[config.mk]
export PLATFORM = sky130hd
export DESIGN_NAME = mips_load_align
export DESIGN_NICKNAME = d
export VERILOG_FILES = /design/src/logic/mips_pkg.sv /design/src/logic/mips_load_align.sv
export SDC_FILE = /design/constraint.sdc
export NUM_CORES = 1
export LEC_CHECK = 0
export BUFFER_PORTS_ARGS = -buffer_cell sky130_fd_sc_hd__buf_2
export CAP_MARGIN = 30
export CELL_PAD_IN_SITES_DETAIL_PLACEMENT = 0
export CELL_PAD_IN_SITES_GLOBAL_PLACEMENT = 1
export CORE_MARGIN = 2
export CORE_UTILIZATION = 22
export DETAILED_ROUTE_END_ITERATION = 10
export GPL_TIMING_DRIVEN = 0
export PLACE_DENSITY_LB_ADDON = 0.1
export SLEW_MARGIN = 20
export SYNTH_ARGS = -nofsm -noshare
export SYNTH_HDL_FRONTEND = slang
export SYNTH_SLANG_ARGS = --single-unit
[constraint.sdc]
create_clock -name vclk -period 1.7
set_input_delay 0.17 -clock vclk [all_inputs]
set_output_delay 0.17 -clock vclk [all_outputs]
set_load 0.005 [all_outputs]
[src/logic/mips_pkg.sv]
package mips_pkg;

    typedef logic [31:0] word_t;
    typedef logic [4:0]  reg_idx_t;
    typedef logic [5:0]  opcode_t;
    typedef logic [5:0]  funct_t;

    // primary opcodes
    localparam opcode_t op_special = 6'h00;
    localparam opcode_t op_j       = 6'h02;
    localparam opcode_t op_jal     = 6'h03;
    localparam opcode_t op_beq     = 6'h04;
    localparam opcode_t op_bne     = 6'h05;
    localparam opcode_t op_blez    = 6'h06;
    localparam opcode_t op_bgtz    = 6'h07;
    localparam opcode_t op_addiu   = 6'h09;
    localparam opcode_t op_slti    = 6'h0a;
    localparam opcode_t op_sltiu   = 6'h0b;
    localparam opcode_t op_andi    = 6'h0c;
    localparam opcode_t op_ori     = 6'h0d;
    localparam opcode_t op_xori    = 6'h0e;
    localparam opcode_t op_lui     = 6'h0f;
    localparam opcode_t op_lb      = 6'h20;
    localparam opcode_t op_lh      = 6'h21;
    localparam opcode_t op_lw      = 6'h23;
    localparam opcode_t op_lbu     = 6'h24;
    localparam opcode_t op_lhu     = 6'h25;
    localparam opcode_t op_sb      = 6'h28;
    localparam opcode_t op_sh      = 6'h29;
    localparam opcode_t op_sw      = 6'h2b;

    // funct field of special opcode
    localparam funct_t fn_sll   = 6'h00;
    localparam funct_t fn_srl   = 6'h02;
    localparam funct_t fn_sra   = 6'h03;
    localparam funct_t fn_jr    = 6'h08;
    localparam funct_t fn_jalr  = 6'h09;
    localparam funct_t fn_mfhi  = 6'h10;
    localparam funct_t fn_mflo  = 6'h12;
    localparam funct_t fn_mult  = 6'h18;
    localparam funct_t fn_multu = 6'h19;
    localparam funct_t fn_addu  = 6'h21;
    localparam funct_t fn_subu  = 6'h23;
    localparam funct_t fn_and   = 6'h24;
    localparam funct_t fn_or    = 6'h25;
    localparam funct_t fn_xor   = 6'h26;
    localparam funct_t fn_nor   = 6'h27;
    localparam funct_t fn_slt   = 6'h2a;
    localparam funct_t fn_sltu  = 6'h2b;

    localparam word_t reset_vector = 32'hbfc0_0000;

    localparam reg_idx_t reg_v0 = 5'd2;
    localparam reg_idx_t reg_ra = 5'd31;

    typedef enum logic {
        st_fetch,
        st_exec
    } cpu_state_t;

endpackage

[src/logic/mips_load_align.sv]
`timescale 1ns/10ps

module mips_load_align (
    input  mips_pkg::opcode_t opcode,
    input  mips_pkg::word_t   effective_addr,
    input  mips_pkg::word_t   mem_word,
    output mips_pkg::word_t   load_value
);
    logic [7:0]  byte_lane;
    logic [15:0] half_lane;

    // big-endian, offset 0 is the top byte
    always_comb begin
        case (effective_addr[1:0])
            2'd0:    byte_lane = mem_word[31:24];
            2'd1:    byte_lane = mem_word[23:16];
            2'd2:    byte_lane = mem_word[15:8];
            default: byte_lane = mem_word[7:0];
        endcase
    end

    assign half_lane = effective_addr[1] ? mem_word[15:0] : mem_word[31:16];

    always_comb begin
        case (opcode)
            mips_pkg::op_lb:  load_value = {{24{byte_lane[7]}}, byte_lane};
            mips_pkg::op_lbu: load_value = {24'h0, byte_lane};
            mips_pkg::op_lh:  load_value = {{16{half_lane[15]}}, half_lane};
            mips_pkg::op_lhu: load_value = {16'h0, half_lane};
            mips_pkg::op_lw:  load_value = mem_word;
            default:          load_value = mem_word;
        endcase
    end

endmodule

==> Yosys cells after proc, flatten, opt, wreduce, memory -nomap -nowiden <==
Index checks and enable logic that the tools add are counted.
{ "word_totals": {"reg_bits": 0, "latch_bits": 0, "mem_bits_rw": 0, "romBits": 0, "input_bits": 70, "out_inout_bits": 32, "elab_cells": 10, "memories": 0} }
{ "op_classes": {"add_sub_neg": 0, "multipliers": 0, "div_mod_pow": 0, "n_lt_le_gt_ge": 0, "n_eq_ne": 6, "n_shift": 0, "mux": 3, "bitwise_logic": 0, "n_reduce_logical": 1} }
{ "ops": {"columns": ["cell", "n"], "rows": [
  ["$pmux W32 S4", 1],
  ["$eq A6 B6 Y1 const B", 4],
  ["$pmux W8 S3", 1],
  ["$mux W16", 1],
  ["$eq A2 B1 Y1 const B", 1],
  ["$eq A2 B2 Y1 const B", 1],
  ["$logic_not A2 Y1", 1]
]} }

==> Logic depth before layout (Yosys ltp) <==
{ "depth": {"ltp_word": 3, "depth_mapped": 7, "mapped_depth_nobuf": 4} }

==> Worst setup path after synthesis <==
Ideal clock, no wire load.
{ "synth_timing": {"path_kind": "input to output", "start": "input opcode[1]", "end": "output load_value[20]", "arrival_time_ns": 1.299, "required_ns": 1.530, "path_slack_ns": 0.231, "cell_stages": 6, "path_buffers": 2, "cell_sequence": "or4b_1 > buf_6 > nor2_8 > nand3_4 > buf_6 > nand3_2"} }
{ "synth_via": {"elab_chain_cells": 2, "word_cells_on_any_way": 5, "classes_between": "4 x eq/ne; 1 x mux"} }
{ "synth_rtl": {"columns": ["element", "line_no", "rtl"], "rows": [
  ["start, declared", "mips_load_align.sv:4", "input mips_pkg::opcode_t opcode,"],
  ["$eq A6 B6 Y1", "mips_load_align.sv:25", "case (opcode)"],
  ["$pmux W32 S4 *", "mips_load_align.sv:25", null],
  ["end, declared", "mips_load_align.sv:7", "output mips_pkg::word_t load_value"]
]} }
Mark *: on every way between the ends. The rest lies on a longest branch, timed or not.

==> Worst setup path in the final report <==
{ "layout_timing": {"start": "input opcode[1]", "end": "output load_value[29]"} }
Same word-level chain as after synthesis.

==> results.toml <==
[status]
status = "finished, violations left"
failed_checks = "setup timing"

[global_route]
grt_pass1_wl_um = 6880
grt_max_degree = 11
antenna_found_initial = 0
gr-usage-all-layers_pct = 16.9
gr-total-overflow = 0
grt_pass1_vias = 1313

[timing]
rsz0062_at_grt = "true"
layout_setup_ws_ns = -0.0501
relSlewSlack_pct = 60.5
period_needed_ns = 1.75
finalCritPeriodShare_pct = 103
clock.fmax_ghz = 0.571
hold_viol = 0
hold_ws_ns = 0.634
setup_viol = 17
worstMarginPinSlew_ns = 0.590
fin_setup_tns_ns = -0.609
slew_violations = 0

[setup_path]
required_ns = 1.53
crit_fanout = 10
critical-path-max-stage-delay_ns = 0.54
cp_cell_sequence = "buf_8, or4b_4, buf_8, nor2_8, nand3_4, buf_8, nand3_2, buf_2"
critical_path_class = "input pin to output port"
cpMaxStageDelayCell = "or4b_4"
arrival_ns = 1.58
start_kind = "input pin"
cp_common_cell = "buf_8"
cp-end-kind = "output port"

[layout]
final_core_util_pct = 39.8
regArea_um2 = 0
final_cell_count_no_fill = 269
fillerInstances = 434
seq_cell_count = 0
diodes = 0
fin_nets = 291
drive_above_1_share_pct = 61.2
areaGrowthSynthToFinish_pct = 70.5
num-clock-buffers = 0
fin_area_um2 = 1620

[drt]
drc = 0
drt-total-wl_um = 4360
drt_iter0_markers = 76
vias = 1362
drtAntennaViolNets = 0
via_per_inst = 5.06
wl_per_cell_um = 16.2
dr.pass1.iters = 4

[place]
dp_slack_ns = -0.120
placed_area_um2 = 1370
dpl.cell_count = 263
dp_hpwl_um = 3230
portBuffers = 71
routabilityCongestion = 0.791

[power]
ir_drop_v = 0.0000645
sw_frac_of_total_pct = 49.7
clkPwrFrac_pct = 0
power_leakage_nw = 0.846
p_sw_mw = 0.175
power_frac_comb_pct = 100.0
power_density_nw_per_um2 = 219
power.internal_mw = 0.178
p_seq_share_pct = 0
p_total_mw = 0.353

[floorplanning]
die-area_um2 = 4850
initial_core_util_pct = 23.3
die_y_um = 69.6
row_count = 23
core_um2 = 4060
io_pins = 102
die_x_um = 69.6

[yosys]
syn_nets = 212
yosys_warnings = 0
synthTopCellsByArea = "mux2_2 14%, nand3_1 13%, nand2_1 11%"
synthCells = 142
yosysMostFrequentCell = "nand2_1"
seq_area_frac_synth_pct = 0
syn_area_um2 = 947
synth.top_cells.by_count = "29 x nand2_1, 24 x nand3_1, 12 x mux2_2, 10 x nand3_2, 8 x nand4_1"
yosys.area.top_type = "mux2_2"
yosysTopAreaCellShare_pct = 14.3
avgSynthCellArea_um2 = 6.67
yosys.cell_types.count = 28

[job]
maxCapViolCount = 0

[min_path]
hp-class = "input pin to output port"
metal layers:
metal | track usage [%] | wire (um) | up-vias
li1 | - | - | 682
met1 | 25.2 | 2060 | 627
met2 | 27.9 | 2010 | 51
met3 | 1.16 | 265 | 2
met4 | 0.641 | 21 | 0
met5 | 0 | 0 | -
layout make-up:
class	count	area (um2)	share of cell area [%]
multi-input cells	127	938	58.1
plain buffers	15	128	7.90
repair buffers	77	487	30.1
well taps	50	62.6	3.87
power by group through the flow:
stage	clock (mW)	sequential [mW]	combinational [mW]
after detailed placement	0	0	0.311
after floorplan	0	0	0.164
final	0	0	0.353
after global routing	0	0	0.386
after CTS	0	0	0.328
after global placement	0	0	0.306
cell usage in the layout (no fill, tap or decap), types with 2 or more instances in the layout:
master and instances:
a21oi_1 4, a21oi_2 4, buf_2 68, buf_4 3, buf_6 6, buf_8 5
clkbuf_1 2, clkbuf_16 2, clkbuf_4 3, mux2_2 12, mux2i_1 2, nand2_1 28
nand2b_1 2, nand3_1 19, nand3_2 15, nand4_1 8, o21a_1 6, o21ai_0 3
o21ai_1 3, o22ai_1 5, o22ai_2 2
critical path, delay by kind of cell:
kind                   cells  cell delay, ns
buffers and inverters      4            0.54
AND/OR/NAND/NOR            4            0.87
timing repair:
action | 4_1_cts | 5_1_grt
buffers inserted | 3 | 1
endpoints found under the setup margin | 32 | 27
hold buffers | 0 | 0
pin swaps | 12 | 7
resized for setup | 17 | 23
cloned | 1 | 2
final timing paths:
check,start,endpoint,cells past startpoint
worst max-delay path,opcode[1],load_value[29],8
worst min-delay path,mem_word[5],load_value[5],3
cell families after synthesis:
| group | count (synthesis) | synth area share, % |
|---|---|---|
| AOI/OAI and AO/OA | 29 | 18.5 |
| muxes | 15 | 18.8 |
| buffers and inverters | 15 | 10.6 |
| and+or+nand+nor | 83 | 52.2 |
(Power assumes the default switching activity.)
