## src/logic/mips_pkg.sv

```systemverilog
package mips_pkg;

    typedef logic [31:0] word_t;
    typedef logic [4:0]  reg_idx_t;
    typedef logic [5:0]  opcode_t;
    typedef logic [5:0]  funct_t;

    // primary opcodes
    localparam opcode_t op_special = 6'h00;
    localparam opcode_t op_j       = 6'h02;
    localparam opcode_t op_jal     = 6'h03;
    localparam opcode_t op_beq     = 6'h04;
    localparam opcode_t op_bne     = 6'h05;
    localparam opcode_t op_blez    = 6'h06;
    localparam opcode_t op_bgtz    = 6'h07;
    localparam opcode_t op_addiu   = 6'h09;
    localparam opcode_t op_slti    = 6'h0a;
    localparam opcode_t op_sltiu   = 6'h0b;
    localparam opcode_t op_andi    = 6'h0c;
    localparam opcode_t op_ori     = 6'h0d;
    localparam opcode_t op_xori    = 6'h0e;
    localparam opcode_t op_lui     = 6'h0f;
    localparam opcode_t op_lb      = 6'h20;
    localparam opcode_t op_lh      = 6'h21;
    localparam opcode_t op_lw      = 6'h23;
    localparam opcode_t op_lbu     = 6'h24;
    localparam opcode_t op_lhu     = 6'h25;
    localparam opcode_t op_sb      = 6'h28;
    localparam opcode_t op_sh      = 6'h29;
    localparam opcode_t op_sw      = 6'h2b;

    // funct field of special opcode
    localparam funct_t fn_sll   = 6'h00;
    localparam funct_t fn_srl   = 6'h02;
    localparam funct_t fn_sra   = 6'h03;
    localparam funct_t fn_jr    = 6'h08;
    localparam funct_t fn_jalr  = 6'h09;
    localparam funct_t fn_mfhi  = 6'h10;
    localparam funct_t fn_mflo  = 6'h12;
    localparam funct_t fn_mult  = 6'h18;
    localparam funct_t fn_multu = 6'h19;
    localparam funct_t fn_addu  = 6'h21;
    localparam funct_t fn_subu  = 6'h23;
    localparam funct_t fn_and   = 6'h24;
    localparam funct_t fn_or    = 6'h25;
    localparam funct_t fn_xor   = 6'h26;
    localparam funct_t fn_nor   = 6'h27;
    localparam funct_t fn_slt   = 6'h2a;
    localparam funct_t fn_sltu  = 6'h2b;

    localparam word_t reset_vector = 32'hbfc0_0000;

    localparam reg_idx_t reg_v0 = 5'd2;
    localparam reg_idx_t reg_ra = 5'd31;

    typedef enum logic {
        st_fetch,
        st_exec
    } cpu_state_t;

endpackage

```

## src/logic/mips_regfile.sv

```systemverilog
`timescale 1ns/10ps

module mips_regfile (
    input  logic               clk,
    input  logic               reset,
    input  logic               clk_enable,
    input  mips_pkg::reg_idx_t read_index_a,
    input  mips_pkg::reg_idx_t read_index_b,
    input  logic               write_enable,
    input  mips_pkg::reg_idx_t write_index,
    input  mips_pkg::word_t    write_data,
    output mips_pkg::word_t    read_data_a,
    output mips_pkg::word_t    read_data_b,
    output mips_pkg::word_t    register_v0
);
    // register zero has no storage
    mips_pkg::word_t regs [31:1];

    always_ff @(posedge clk) begin
        if (reset) begin
            for (int i = 1; i < 32; i++) begin
                regs[i] <= '0;
            end
        end else if (clk_enable && write_enable && write_index != 5'd0) begin
            regs[write_index] <= write_data;
        end
    end

    assign read_data_a = (read_index_a == 5'd0) ? '0 : regs[read_index_a];
    assign read_data_b = (read_index_b == 5'd0) ? '0 : regs[read_index_b];

    // v0 tap for the top-level port
    assign register_v0 = regs[mips_pkg::reg_v0];

endmodule

```

## config.mk

```make
export PLATFORM = sky130hd
export DESIGN_NAME = mips_regfile
export DESIGN_NICKNAME = d
export VERILOG_FILES = /design/src/logic/mips_pkg.sv /design/src/logic/mips_regfile.sv
export SDC_FILE = /design/constraint.sdc
export NUM_CORES = 2
export LEC_CHECK = 0
export BUFFER_PORTS_ARGS = -buffer_cell sky130_fd_sc_hd__buf_2
export CELL_PAD_IN_SITES_DETAIL_PLACEMENT = 1
export CELL_PAD_IN_SITES_GLOBAL_PLACEMENT = 2
export CORE_MARGIN = 2
export CORE_UTILIZATION = 31
export CTS_BUF_LIST = sky130_fd_sc_hd__clkbuf_8
export DETAILED_ROUTE_END_ITERATION = 7
export PLACE_DENSITY = 0.59
export SLEW_MARGIN = 30
export SYNTH_ARGS = -nofsm -noshare
export SYNTH_HDL_FRONTEND = slang
export SYNTH_SLANG_ARGS = --single-unit
```

## constraint.sdc

```tcl
create_clock -name clk -period 2.03 [get_ports clk]
set_input_delay 0.203 -clock clk [delete_from_list [all_inputs] [get_ports clk]]
set_output_delay 0.203 -clock clk [all_outputs]
set_load 0.01 [all_outputs]
```

**Word-level counts from Yosys, hierarchy flattened**

Memory sizes are Yosys's and may differ from the RTL's.
Cells that the tools add are included.

- Reductions and logical operators: 6
- Multiplexer cells: 10

Operators with widths:

| cell | count |
|---|---|
| two-way mux 32 bit | 3 |
| OR reduction 32 bit | 1 |
| logical NOT 5 bit | 2 |
| two-way mux 1 bit | 6 |
| two-way mux 5 bit | 1 |
| nonzero test 5 bit | 1 |
| logical AND 1 bit | 2 |

- Bits in writable memories: 992
- Memories: 1
- Logic and storage cells: 17
- Register bits after elaboration: 0
- Input bits: 51

Memories:

| name | words | bits a word | read ports | clocked after memory_dff | wr ports | RTL line | text |
|---|---|---|---|---|---|---|---|
| regs | 31 | 32 | 3 | 0 | 31 | mips_regfile.sv:17 | `mips_pkg::word_t regs [31:1];` |

**Depth between registers and ports, before layout**

- Depth in word-level cells: 7
- Depth in mapped cells: 9

**Worst setup path after synthesis**

Ideal clock, no wire load.

- Path type: input-to-output
- Start point: input read_index_b[2]
- End point: output read_data_b[21]
- Arrival time: 1.938 ns
- Stages on the path: 7
- Required time: 1.827 ns
- Buffers on the path: 3
- Setup slack: -0.111 ns
- Path through: buf_2 > clkbuf_1 > clkbuf_1 > mux4_2 > a22o_1 > a2111oi_0 > nor3_1

- Word-level cells in the longest chain between the ends: 2

RTL lines:

| what | RTL line | text |
|---|---|---|
| from (decl) | mips_regfile.sv:8 | `input mips_pkg::reg_idx_t read_index_b,` |
| memory (31 x 32 bit) / logical NOT 5 bit (equally long branches) | - |  |
| two-way mux 32 bit * | mips_regfile.sv:30 | `assign read_data_b = (read_index_b == 5'd0) ? '0 : regs[read_index_b];` |
| to (decl) | mips_regfile.sv:13 | `output mips_pkg::word_t read_data_b,` |

Mark *: on every way between the ends. The rest lies on a longest branch, timed or not.

==> flow_metrics.py <==
metrics = {
    "yosys": {
        "synthDistinctLibCells": 41,
        "synth_edf_count": 1024,
        "ys_warn_count": 0,
        "netlist.area_leader.share": 0.568,
        "ys_seq_elements": 1024,
        "netlist_top_cells_area": "edfxtp_1, mux4_2, and2_1",
        "syn_area_per_cell_um2": 15.5,
        "syn_area_mm2": 0.0541,
        "synth_top_area_cell": "edfxtp_1",
        "synth_flop_cell": "edfxtp_1",
        "synth_sequential_area_ratio": 0.568,
        "syn_inst": 3498,
        "synth_async_sr_flop_share": 0,
    },
    "clock_tree": {
        "htree_levels": 4,
        "clock_path_buffers": 3,
        "cts_buffers": 185,
        "cts_sinks": 1024,
        "cts.reportedPaths.clkPinSlew_ns": 0.06,
        "cts_tree": "built",
        "ctsRootBufferMaster": "clkbuf_8",
    },
    "run": {
        "cap_violations": 0,
    },
    "place": {
        "dp_hpwl_mm": 145,
        "port_buffers": 146,
        "dp.cells": 6146,
        "place.gp.congestion": 0.837,
    },
    "critical_path": {
        "crit_fanout": 2,
        "cp.arrival_ns": 2.91,
        "crit_required_ns": 1.83,
        "end_kind": "primary output",
        "criticalPathCategory": "reg2out",
        "critPathLaunchType": "flip-flop",
    },
    "power_and_ir_drop": {
        "totalPowerFinal_mw": 52.4,
        "p_clk_frac": 0.371,
        "pwr-share-seq": 0.478,
        "power.density_mw_per_mm2": 776,
        "switching_share": 0.278,
        "power_frac_comb": 0.151,
        "intPower_mw": 37.9,
        "power.leakage_nw": 23.9,
        "vdd_drop_max_mv": 0.557,
        "p_switching_mw": 14.6,
    },
    "sta": {
        "worst_slack_ns": -1.08,
        "final-setup-viol-count": 64,
        "period_share": 1.53,
        "drv_slew": 0,
        "min_period_ns": 3.11,
        "slew_headroom": 0.342,
        "hold_viol_final": 0,
        "fmax_ghz": 0.321,
        "rsz0062_at_grt": "yes",
        "worst_pin_slew_ns": 0.984,
    },
    "final_layout": {
        "drive_gt1_frac": 0.400,
        "area_delta_synth_final_pct": 24.7,
        "final_cells": 6533,
        "fillers": 17500,
        "final_nets": 4100,
        "final_util": 0.389,
        "reg_top3": "regs: 1024 flops",
        "largest_register": "regs",
        "largest_register_ffs": 1024,
    },
    "grt": {
        "grt-ovfl-total": 0,
        "grt_pass1_wl_mm": 309,
        "grt_use_total": 0.249,
        "grt_max_degree": 40,
        "grt_pass1_vias": 38000,
        "antenna_found_initial": 26,
    },
    "detailed_routing": {
        "drtIter0Drc": 3509,
        "vias": 35900,
        "viasPerCell": 5.50,
        "wirelength_mm": 224,
        "drt_first_pass_iters": 7,
        "route.detailed.drc": 0,
        "detail-route-antenna-nets": 0,
        "routedWlPerCell_um": 34.3,
    },
    "die": {
        "die_h_um": 422,
        "die_w_um": 422,
        "rows": 153,
        "ios": 147,
        "core-area_mm2": 0.174,
        "start_util": 0.312,
        "fp.dieArea_mm2": 0.178,
    },
    "outcome": {
        "violations": "negative setup slack",
        "status": "finished with violations",
    },
    "min_path": {
        "hold_path.class": "in2reg",
    },
}
## power groups by stage
stage / Clock [mW] / Combinational, mW / Sequential (mW)
2_1_floorplan: 0 / 3.73 / 25.2
3_3_place_gp: 0 / 7.28 / 25.4
3_5_place_dp: 0 / 7.31 / 25.4
4_1_cts: 19.9 / 7.91 / 25.0
5_1_grt: 20.7 / 8.21 / 25.1
6_report: 19.5 / 7.92 / 25.0
## final timing paths
check	startpoint	cells past startpoint	to	slack [ns]
worst max-delay path	regs[30][15]	5	read_data_a[15]	-1.08
worst min-delay path	write_index[1]	6	regs[18][14]	0.21
## cells in the mapped netlist (all sizes together) (3+ instances only)
library cell,instances
edfxtp,1024
a22o,53
and2,995
nor2,36
or3b,3
nand3,6
nor2b,14
or2,33
and3,3
a211oi,32
nor4,7
nand2b,6
nand2,7
mux4,472
o22ai,80
mux2,28
o21ai,3
a32o,4
o221ai,27
a221oi,3
a2111oi,29
a21oi,10
clkbuf,271
nand3b,5
nor3,55
a22oi,16
mux2i,151
buf,113
## timing repair
| item | in CTS | in global routing |
|---|---|---|
| setup endpoints to repair | 65 | 64 |
| resized for setup | 260 | 20 |
| pin swaps | 121 | 18 |
| hold buffers | 32 | 0 |
| setup buffers | 26 | 13 |
| hold endpoints to repair | 1019 | 0 |
## layout make-up
cell class | instances | area [um2] | share of cell area
Sequential cell | 1024 | 30700 | 0.455
Multi-Input combinational cell | 2120 | 23600 | 0.349
Timing Repair Buffer | 717 | 6760 | 0.100
Tap cell | 2325 | 2910 | 0.0431
Clock buffer | 187 | 2570 | 0.0381
Clock inverter | 142 | 918 | 0.0136
Antenna cell | 17 | 42.5 | 0.000630
Inverter | 1 | 3.75 | 0.0000556
## layout by cell type, fill, tap and decap left out, types with 8 or more instances in the layout
cell / instances
o22ai_2: 14
a22o_1: 41
clkinv_1: 45
conb_1: 32
or2_2: 33
o22ai_1: 52
nor2_4: 32
bufinv_16: 10
a22o_4: 12
and2_1: 994
mux4_2: 472
o221ai_1: 27
o22ai_4: 14
clkbuf_8: 189
clkinv_2: 32
mux2i_1: 150
buf_2: 130
buf_6: 16
nor3_2: 30
a21oi_1: 10
a2111oi_4: 19
a22oi_1: 15
buf_4: 412
diode_2: 17
nor3_4: 22
edfxtp_1: 1024
a211oi_2: 21
a2111oi_2: 10
dlygate4sd3_1: 32
buf_12: 122
inv_1: 39
clkinvlp_4: 8
mux2_2: 28
nor2b_1: 10
## metrics by stage
step	setup WS (ns)	hold slack [ns]	setup TNS [ns]	area [um2]
finish	-1.08	0.215	-57.00	67500
global route	-1.14	0.205	-63.40	67500
CTS	-1.18	0.145	-62.83	67300
detailed placement	-1.16	0.700	-43.31	62000
global placement	-1.38	0.697	-40.89	62000
floorplan	-0.0128	0.302	-0.311	54300
## layer usage
metal / track usage / vias up / part of all wire
li1: - / 14700 / -
met1: 0.323 / 19300 / 0.41
met5: 0 / - / 0.00018
met4: 0.0992 / 6 / 0.044
met2: 0.419 / 1501 / 0.49
met3: 0.0349 / 377 / 0.060
## critical path, cell delays in order (launching register included)
cell and delay, ns:
edfxtp_1 0.40, mux4_2 0.51, mux4_2 0.61, o22ai_4 0.21, nor3_4 0.08, buf_2 0.17
## cell families (layout without fill, tap and decap cells)
logic type	Yosys count	count (layout)	share of synthesized area
buffers and inverters	385	1047	0.0320
AOI/OAI and AO/OA	259	259	0.0363
other	1	49	0.0000693
and+or+nand+nor	1178	1178	0.133
DFF	1024	1024	0.568
muxes	651	651	0.230
(Power assumes the default switching activity.)
