===== src/logic/mips_pkg.sv =====
package mips_pkg;

    typedef logic [31:0] word_t;
    typedef logic [4:0]  reg_idx_t;
    typedef logic [5:0]  opcode_t;
    typedef logic [5:0]  funct_t;

    // primary opcodes
    localparam opcode_t op_special = 6'h00;
    localparam opcode_t op_j       = 6'h02;
    localparam opcode_t op_jal     = 6'h03;
    localparam opcode_t op_beq     = 6'h04;
    localparam opcode_t op_bne     = 6'h05;
    localparam opcode_t op_blez    = 6'h06;
    localparam opcode_t op_bgtz    = 6'h07;
    localparam opcode_t op_addiu   = 6'h09;
    localparam opcode_t op_slti    = 6'h0a;
    localparam opcode_t op_sltiu   = 6'h0b;
    localparam opcode_t op_andi    = 6'h0c;
    localparam opcode_t op_ori     = 6'h0d;
    localparam opcode_t op_xori    = 6'h0e;
    localparam opcode_t op_lui     = 6'h0f;
    localparam opcode_t op_lb      = 6'h20;
    localparam opcode_t op_lh      = 6'h21;
    localparam opcode_t op_lw      = 6'h23;
    localparam opcode_t op_lbu     = 6'h24;
    localparam opcode_t op_lhu     = 6'h25;
    localparam opcode_t op_sb      = 6'h28;
    localparam opcode_t op_sh      = 6'h29;
    localparam opcode_t op_sw      = 6'h2b;

    // funct field of special opcode
    localparam funct_t fn_sll   = 6'h00;
    localparam funct_t fn_srl   = 6'h02;
    localparam funct_t fn_sra   = 6'h03;
    localparam funct_t fn_jr    = 6'h08;
    localparam funct_t fn_jalr  = 6'h09;
    localparam funct_t fn_mfhi  = 6'h10;
    localparam funct_t fn_mflo  = 6'h12;
    localparam funct_t fn_mult  = 6'h18;
    localparam funct_t fn_multu = 6'h19;
    localparam funct_t fn_addu  = 6'h21;
    localparam funct_t fn_subu  = 6'h23;
    localparam funct_t fn_and   = 6'h24;
    localparam funct_t fn_or    = 6'h25;
    localparam funct_t fn_xor   = 6'h26;
    localparam funct_t fn_nor   = 6'h27;
    localparam funct_t fn_slt   = 6'h2a;
    localparam funct_t fn_sltu  = 6'h2b;

    localparam word_t reset_vector = 32'hbfc0_0000;

    localparam reg_idx_t reg_v0 = 5'd2;
    localparam reg_idx_t reg_ra = 5'd31;

    typedef enum logic {
        st_fetch,
        st_exec
    } cpu_state_t;

endpackage


===== src/logic/mips_store_merge.sv =====
`timescale 1ns/10ps

module mips_store_merge (
    input  mips_pkg::opcode_t opcode,
    input  mips_pkg::word_t   effective_addr,
    input  mips_pkg::word_t   reg_word,
    input  mips_pkg::word_t   mem_word,
    output mips_pkg::word_t   write_word
);
    always_comb begin
        write_word = mem_word;
        case (opcode)
            mips_pkg::op_sw: write_word = reg_word;
            mips_pkg::op_sb: begin
                // replace one big-endian byte lane
                case (effective_addr[1:0])
                    2'd0:    write_word[31:24] = reg_word[7:0];
                    2'd1:    write_word[23:16] = reg_word[7:0];
                    2'd2:    write_word[15:8]  = reg_word[7:0];
                    default: write_word[7:0]   = reg_word[7:0];
                endcase
            end
            mips_pkg::op_sh: begin
                if (effective_addr[1]) begin
                    write_word[15:0] = reg_word[15:0];
                end else begin
                    write_word[31:16] = reg_word[15:0];
                end
            end
            default: write_word = mem_word;
        endcase
    end

endmodule


===== config.mk =====
export PLATFORM = sky130hd
export DESIGN_NAME = mips_store_merge
export DESIGN_NICKNAME = d
export VERILOG_FILES = /design/src/logic/mips_pkg.sv /design/src/logic/mips_store_merge.sv
export SDC_FILE = /design/constraint.sdc
export NUM_CORES = 1
export LEC_CHECK = 0
export BUFFER_PORTS_ARGS = -buffer_cell sky130_fd_sc_hd__buf_2
export CORE_ASPECT_RATIO = 0.5
export CORE_UTILIZATION = 39
export DETAILED_ROUTE_END_ITERATION = 8
export PLACE_DENSITY = 0.95
export SETUP_SLACK_MARGIN = 0.4
export SKIP_LAST_GASP = 1
export SYNTH_ARGS = -nofsm -noshare
export SYNTH_HDL_FRONTEND = slang
export SYNTH_SLANG_ARGS = --single-unit

===== constraint.sdc =====
create_clock -name vclk -period 3.44
set_input_delay 1.032 -clock vclk [all_inputs]
set_output_delay 1.032 -clock vclk [all_outputs]
set_load 0.1 [all_outputs]

==> run summary, run 1 <==
### Die
• **die outline height** 44.10 microns
• **effective utilization at floorplan** 43.37%
• **horizontal extent of the die** 86.20 microns
• **number of placed I/O pins** 134
• **standard-cell row count** 14

### Clock network
• **cts-stage hold buffer count** 0
• **number of gates given a new drive strength after cts** 62
• **post-CTS repair timing setup buffer count** 7

### Synthesis
• **area of the mapped netlist** 0.001383 sq mm
• **net count after synthesis** 320
• **Mapped Cells** 218
• **unique cell type count in the Yosys netlist** 36
• **mean area per synthesized cell** 6.342 sq um
• **cell types with the largest area share after synthesis** sky130_fd_sc_hd__mux2i_1 (11%), sky130_fd_sc_hd__a21oi_1 (9.4%), sky130_fd_sc_hd__nand2_1 (7.3%), sky130_fd_sc_hd__mux2_2 (6.5%), sky130_fd_sc_hd__a22oi_1 (6.0%)
• **most numerous cell types in the synthesized netlist** sky130_fd_sc_hd__nand2_1 (27), sky130_fd_sc_hd__a21oi_1 (26), sky130_fd_sc_hd__o21ai_0 (16)
• **Synth top area share** 10.86%
• **proportion of synthesized chip area in sequential cells** 0%
• **count leader, synth** sky130_fd_sc_hd__nand2_1
• **top cell type by total area after synthesis** sky130_fd_sc_hd__mux2i_1
• **Syn. warnings** 0

### Placed design
• **routability cong.** 0.8996
• **number of buffers added on ports** 104
• **half-perimeter wire length after detailed placement** 6638 microns
• **Cell Area, Placed** 0.002945 sq mm

### Status
• **outcome** did not finish
• **error that halted the flow** [ERROR DPL-0038] Utilization greater than 100%, impossible to legalize
• **Exit stage** clock tree synthesis

through the flow:
step | worst slack, ns | instances | util [%] | setup TNS [ns]
floorplan | -0.08778 | 218 | - | -0.8576
global placement | -0.01991 | 379 | 92.39 | -0.07076
detailed placement | -0.1384 | 379 | 92.39 | -1.378
logic make-up after synthesis:
group | share of synthesized area [%]
AO/OA/AOI/OAI | 46.79
buffers and inverters | 9.321
multiplexers | 17.38
AND/OR/NAND/NOR | 26.52
==> inputs of run 2 (changes only) <==
- CORE_AREA: unset -> 2 2 63 65
- CORE_ASPECT_RATIO: 0.5 -> unset
- CORE_UTILIZATION: 39 -> unset
- DIE_AREA: unset -> 0 0 65 67
- PLACE_DENSITY: 0.95 -> unset
- PLACE_DENSITY_LB_ADDON: unset -> 0.15
- SETUP_SLACK_MARGIN: 0.4 -> unset
==> run summary, run 2 <==
### Finish
• **area growth from synthesis to layout** 138.5%
• **design area** 0.003297 sq mm
• **most frequent cells in the layout** sky130_fd_sc_hd__buf_2 (66), sky130_fd_sc_hd__buf_12 (33), sky130_fd_sc_hd__buf_4 (31)
• **num sequential** 0
• **Final #Nets** 444
• **non-filler cells, final** 388
• **filler instances** 138
• **clock tree buffer count of the final layout** 0
• **share of final-layout standard cells stronger than drive strength 1** 67.35%
• **most common library cell in the layout ignoring fill and taps** sky130_fd_sc_hd__buf_2
• **sequential cell area in the final layout** 0 sq um
• **Antenna Diode Count** 0

### Die
• **number of placed I/O pins** 134, unchanged
• **standard-cell row count** 22, +8
• **core box area** 0.003606 sq mm
• **die outline height** 67 microns, +52%
• **effective utilization at floorplan** 38.34%, -5.0 points
• **horizontal extent of the die** 65 microns, -25%
• **die footprint** 0.004355 sq mm

### Synthesis
• **net count after synthesis** 320, unchanged
• **Syn. warnings** 0, unchanged
• **mean area per synthesized cell** 6.342 sq um, unchanged
• **unique cell type count in the Yosys netlist** 36, unchanged
• **proportion of synthesized chip area in sequential cells** 0%, unchanged
• **cell types with the largest area share after synthesis** sky130_fd_sc_hd__mux2i_1 (11%), sky130_fd_sc_hd__a21oi_1 (9.4%), sky130_fd_sc_hd__nand2_1 (7.3%), sky130_fd_sc_hd__mux2_2 (6.5%), sky130_fd_sc_hd__a22oi_1 (6.0%)
• **count leader, synth** sky130_fd_sc_hd__nand2_1
• **most numerous cell types in the synthesized netlist** sky130_fd_sc_hd__nand2_1 (27), sky130_fd_sc_hd__a21oi_1 (26), sky130_fd_sc_hd__o21ai_0 (16)
• **area of the mapped netlist** 0.001383 sq mm, unchanged
• **Mapped Cells** 218, unchanged
• **top cell type by total area after synthesis** sky130_fd_sc_hd__mux2i_1
• **Synth top area share** 10.86%, unchanged

### Job
• **reported max-cap violation count** 0

### Timing
• **Relative slew margins** 64.78%
• **pin slew with the least headroom to its limit** 0.5264 ns
• **share of the clock period used by the worst path** 104.4%
• **Worst Setup Slack, final** -0.1529 ns
• **number of hold violations in the final report** 0
• **total negative setup slack** -0.9015 ns
• **max-slew violation count** 0
• **setup repair after global routing missed its margin** true
• **minimum clock period after layout** 3.593 ns
• **# setup viols final** 17
• **highest clock frequency the design can meet** 278.3 MHz

### Global routing
• **number of antenna violations at the first check in global routing** 0
• **via count of the first global-routing pass** 2,261
• **global route overflow** 0
• **largest net degree at the start of global routing** 29
• **wire length of the first global-routing pass** 9963 microns
• **All-Layer GR Usage** 28.20%

### Routing
• **number of search-and-repair iterations in the first detailed-routing pass** 5
• **number of routed nets with antenna violations** 0
• **ratio of routed vias to standard cells** 6.820
• **number of vias in the routed layout** 2,646
• **count of unresolved DRC violations after routing** 0
• **total routed wirelength** 8989 microns
• **DRC marker count from the first detailed-route iteration** 279
• **mean routed wirelength per cell** 23.17 microns

### Status
• **outcome** finished with violations
• **failing checks** negative setup slack

### Power
• **reported leakage power** 0.001384 uW
• **maximum ir drop on the vdd rail** 0.1290 mV
• **post-layout power** 626.2 uW
• **power per cell area** 189.9 mW/mm^2

### Placed design
• **number of buffers added on ports** 104, unchanged
• **Cell Area, Placed** 0.002845 sq mm, -3.4%
• **half-perimeter wire length after detailed placement** 5110 microns, -23%
• **routability cong.** 0.9188, +2.1%
• **number of instances in the placed design** 381, +0.53%

### Worst setup path
• **most used cell along the critical path** sky130_fd_sc_hd__buf_4
• **critical path type** in -> out
• **Required @ worst endpoint** 2.41 ns
• **CP Cell Sequence** buf_4 -> buf_4 -> o21ai_0 -> o21a_1 -> o22ai_1 -> a2bb2oi_4 -> buf_12
• **Critical Path Slowest Stage Cell** sky130_fd_sc_hd__o21ai_0
• **crit path buf inv count** 3
• **kind of end point of the critical path** primary output
• **worst-path maximum fanout** 11
• **critical path's top delay family** compound AO/OA/AOI/OAI gates
• **critical path launch point type** input pin
• **Worst EP arrival** 2.56 ns
• **Critical Path Max Stage Delay** 0.38 ns

### Clock network
• **cts-stage hold buffer count** 0, unchanged

### Worst hold path
• **classification of the worst-slack hold path** in -> out

## run 2: cell counts after synthesis
No cell type changed its count.
## run 2: cell type report
cell class | count | area, sq um | share of cell area (%)
multi-input combinational | 193 | 1805 | 54.76
timing repair buffer | 145 | 1424 | 43.19
inverter | 2 | 7.507 | 0.2277
tap | 48 | 60.06 | 1.822
## run 2: stage by stage
step	hold WS (ns)	setup WS (ns)	util (%)
2_1_floorplan	2.300	-0.08527	-
3_3_place_gp	2.456	-0.1054	78.90
3_5_place_dp	2.456	-0.1325	78.90
4_1_cts	2.457	-0.06199	80.88
5_1_grt	2.475	-0.1629	91.43
6_report	2.453	-0.1529	91.43
## run 2: tightest hold or removal path, cell delays in order
cell and delay [ns]:
sky130_fd_sc_hd__buf_2 0.09, sky130_fd_sc_hd__nand2_2 0.06, sky130_fd_sc_hd__nand2_4 0.07, sky130_fd_sc_hd__buf_12 0.16
## run 2: kinds of logic after synthesis
logic type      synth area share (%)
simple gates                   26.52
buf+inv                        9.321
mux                            17.38
compound gates                 46.79
## run 2: per-layer routing
metal | global-route usage (%) | vias to the layer above | share of wire (%)
met2 | 54.64 | 233 | 50
met3 | 2.534 | 51 | 10
met1 | 34.10 | 1264 | 36
met4 | 3.723 | 0 | 4.0
li1 | - | 1098 | -
met5 | 0 | - | 0
## run 2: what timing repair did
action	in CTS	in global routing
cloned	0	2
setup buffers	1	4
setup endpoints to repair	23	31
pin swaps	1	46
gates resized for setup	14	78
## run 2: final timing paths
kind                     startpoint              to  slack, ns  cells after the start
setup / recovery  effective_addr[1]   write_word[5]      -0.15                      7
hold / removal         reg_word[14]  write_word[14]       2.45                      4
## run 2: where the power goes
part | internal, uW | switching [uW] | total (uW) | leakage (uW)
Sequential | 0 | 0 | 0 | 0
Clock | 0 | 0 | 0 | 0
Combinational | 242 | 384 | 626 | 0.00138
Power figures use the tool's default switching activity.
==> inputs of run 3 (changes only) <==
==> constraint.sdc (replaced) <==
create_clock -name vclk -period 3.44
set_input_delay 0 -clock vclk [all_inputs]
set_output_delay 0 -clock vclk [all_outputs]
set_load 0.1 [all_outputs]
==> run summary, run 3 (synthesized netlist as in run 2, its figures left out) <==
### Finish
• **Antenna Diode Count** 0, unchanged
• **utilization after layout** 52.12%, -39 points
• **area growth from synthesis to layout** 35.93%
• **most common library cell in the layout ignoring fill and taps** sky130_fd_sc_hd__buf_2
• **num sequential** 0, unchanged
• **sequential cell area in the final layout** 0 sq um, unchanged
• **area of the multi-input gates** 0.001269 sq mm, -30%
• **Final #Nets** 406, -8.6%
• **non-filler cells, final** 350, -9.8%
• **share of final-layout standard cells stronger than drive strength 1** 39.74%, -28 points
• **clock tree buffer count of the final layout** 0, unchanged
• **filler instances** 401, +190%
• **most frequent cells in the layout** sky130_fd_sc_hd__buf_2 (104), sky130_fd_sc_hd__nand2_1 (27), sky130_fd_sc_hd__a21oi_1 (26)

### Die
• **effective utilization at floorplan** 38.34%, unchanged
• **number of placed I/O pins** 134, unchanged
• **die footprint** 0.004355 sq mm, unchanged
• **standard-cell row count** 22, unchanged
• **horizontal extent of the die** 65 microns, unchanged
• **die outline height** 67 microns, unchanged
• **core box area** 0.003606 sq mm, unchanged

### Timing
• **total negative setup slack** 0 ns, +0.9015 ns
• **highest clock frequency the design can meet** 427.4 MHz, +54%
• **# setup viols final** 0, -17
• **max-slew violation count** 0, unchanged
• **Relative slew margins** 33.54%, -31 points
• **setup repair after global routing missed its margin** false
• **pin slew with the least headroom to its limit** 0.9912 ns, +0.4648 ns
• **minimum clock period after layout** 2.340 ns, -1.253 ns
• **number of hold violations in the final report** 0, unchanged
• **share of the clock period used by the worst path** 68.01%, -36 points

### Routing
• **number of search-and-repair iterations in the first detailed-routing pass** 4, -1
• **number of routed nets with antenna violations** 0, unchanged
• **total routed wirelength** 5337 microns, -41%
• **count of unresolved DRC violations after routing** 0, unchanged
• **mean routed wirelength per cell** 15.25 microns, -34%
• **DRC marker count from the first detailed-route iteration** 77, -72%
• **number of vias in the routed layout** 2,028, -23%
• **ratio of routed vias to standard cells** 5.794, -15%

### Placed design
• **number of instances in the placed design** 350, -8.1%
• **number of buffers added on ports** 104, unchanged
• **routability cong.** 0.8072, -12%
• **half-perimeter wire length after detailed placement** 3937 microns, -23%

### Worst hold path
• **classification of the worst-slack hold path** in -> out
• **hold path start** reg_word[15]
• **hold depth** 4, unchanged
• **hold worst-path end** write_word[15]

### Worst setup path
• **Critical Path Max Stage Delay** 0.86 ns, +0.48 ns
• **Critical Path Slowest Stage Cell** sky130_fd_sc_hd__nand4bb_1
• **critical path launch point type** input pin
• **worst-path maximum fanout** 27, +16
• **critical path's top delay family** simple AND/OR/NAND/NOR gates
• **CP Cell Sequence** buf_2 -> nand4bb_1 -> nor2_1 -> a22oi_1 -> o21ai_0 -> buf_2
• **most used cell along the critical path** sky130_fd_sc_hd__buf_2
• **Worst EP arrival** 2.34 ns, -0.22 ns
• **kind of end point of the critical path** primary output
• **critical path type** in -> out
• **Required @ worst endpoint** 3.44 ns, +1.03 ns
• **crit path buf inv count** 2, -1

### Clock network
• **cts-stage hold buffer count** 0, unchanged
• **post-CTS repair timing setup buffer count** 0, -1
• **number of gates given a new drive strength after cts** 0, -14

### Power
• **maximum ir drop on the vdd rail** 0.1063 mV, -18%
• **reported leakage power** 0.0008584 uW, -38%
• **power per cell area** 212.5 mW/mm^2, +12%

### Global routing
• **via count of the first global-routing pass** 1,907, -16%
• **largest net degree at the start of global routing** 37, +28%
• **wire length of the first global-routing pass** 8604 microns, -14%
• **number of antenna violations at the first check in global routing** 0, unchanged
• **global route overflow** 0, unchanged
• **All-Layer GR Usage** 23.90%, -4.3 points

### Job
• **reported max-cap violation count** 0, unchanged

### Status
• **outcome** complete, no violations

## run 3: worst max path at each step
stage	start	to	cells after the start
floorplan	effective_addr[1]	write_word[16]	6
global placement	opcode[4]	write_word[18]	6
detailed placement	opcode[4]	write_word[20]	6
CTS	opcode[4]	write_word[18]	6
global route	opcode[4]	write_word[20]	6
finish	opcode[4]	write_word[20]	6
## run 3: cell type report
cell class,instances,area share (%)
inverters,2,0.3995
repair buffers,107,28.89
multi-input cells,193,67.51
well taps,48,3.196
## run 3: per-layer routing
layer | GRT usage [%] | vias to the layer above | part of all wire [%]
li1 | - | 1025 | -
met5 | 0 | - | 0
met2 | 42.53 | 100 | 46
met4 | 0.5319 | 0 | 0
met3 | 1.014 | 0 | 7.5
met1 | 33.50 | 903 | 46
## run 3: through the flow
stage / power (uW) / cell area, sq um / setup slack [ns] / hold WS [ns]
after detailed placement: 397.6 / 1879 / 1.131 / 0.4701
after global routing: 423.0 / 1879 / 0.8157 / 0.4822
after CTS: 398.3 / 1879 / 1.129 / 0.4701
final: 399.4 / 1879 / 1.101 / 0.4687
after floorplan: 307.7 / 1383 / 0.3916 / 0.4351
after global placement: 395.5 / 1879 / 1.126 / 0.4718
## run 3: power breakdown
part	internal, uW	total, uW	switching [uW]	leakage [uW]
clock network	0	0	0	0
registers	0	0	0	0
logic	101	399	298	0.000858
total	101	399	298	0.000858
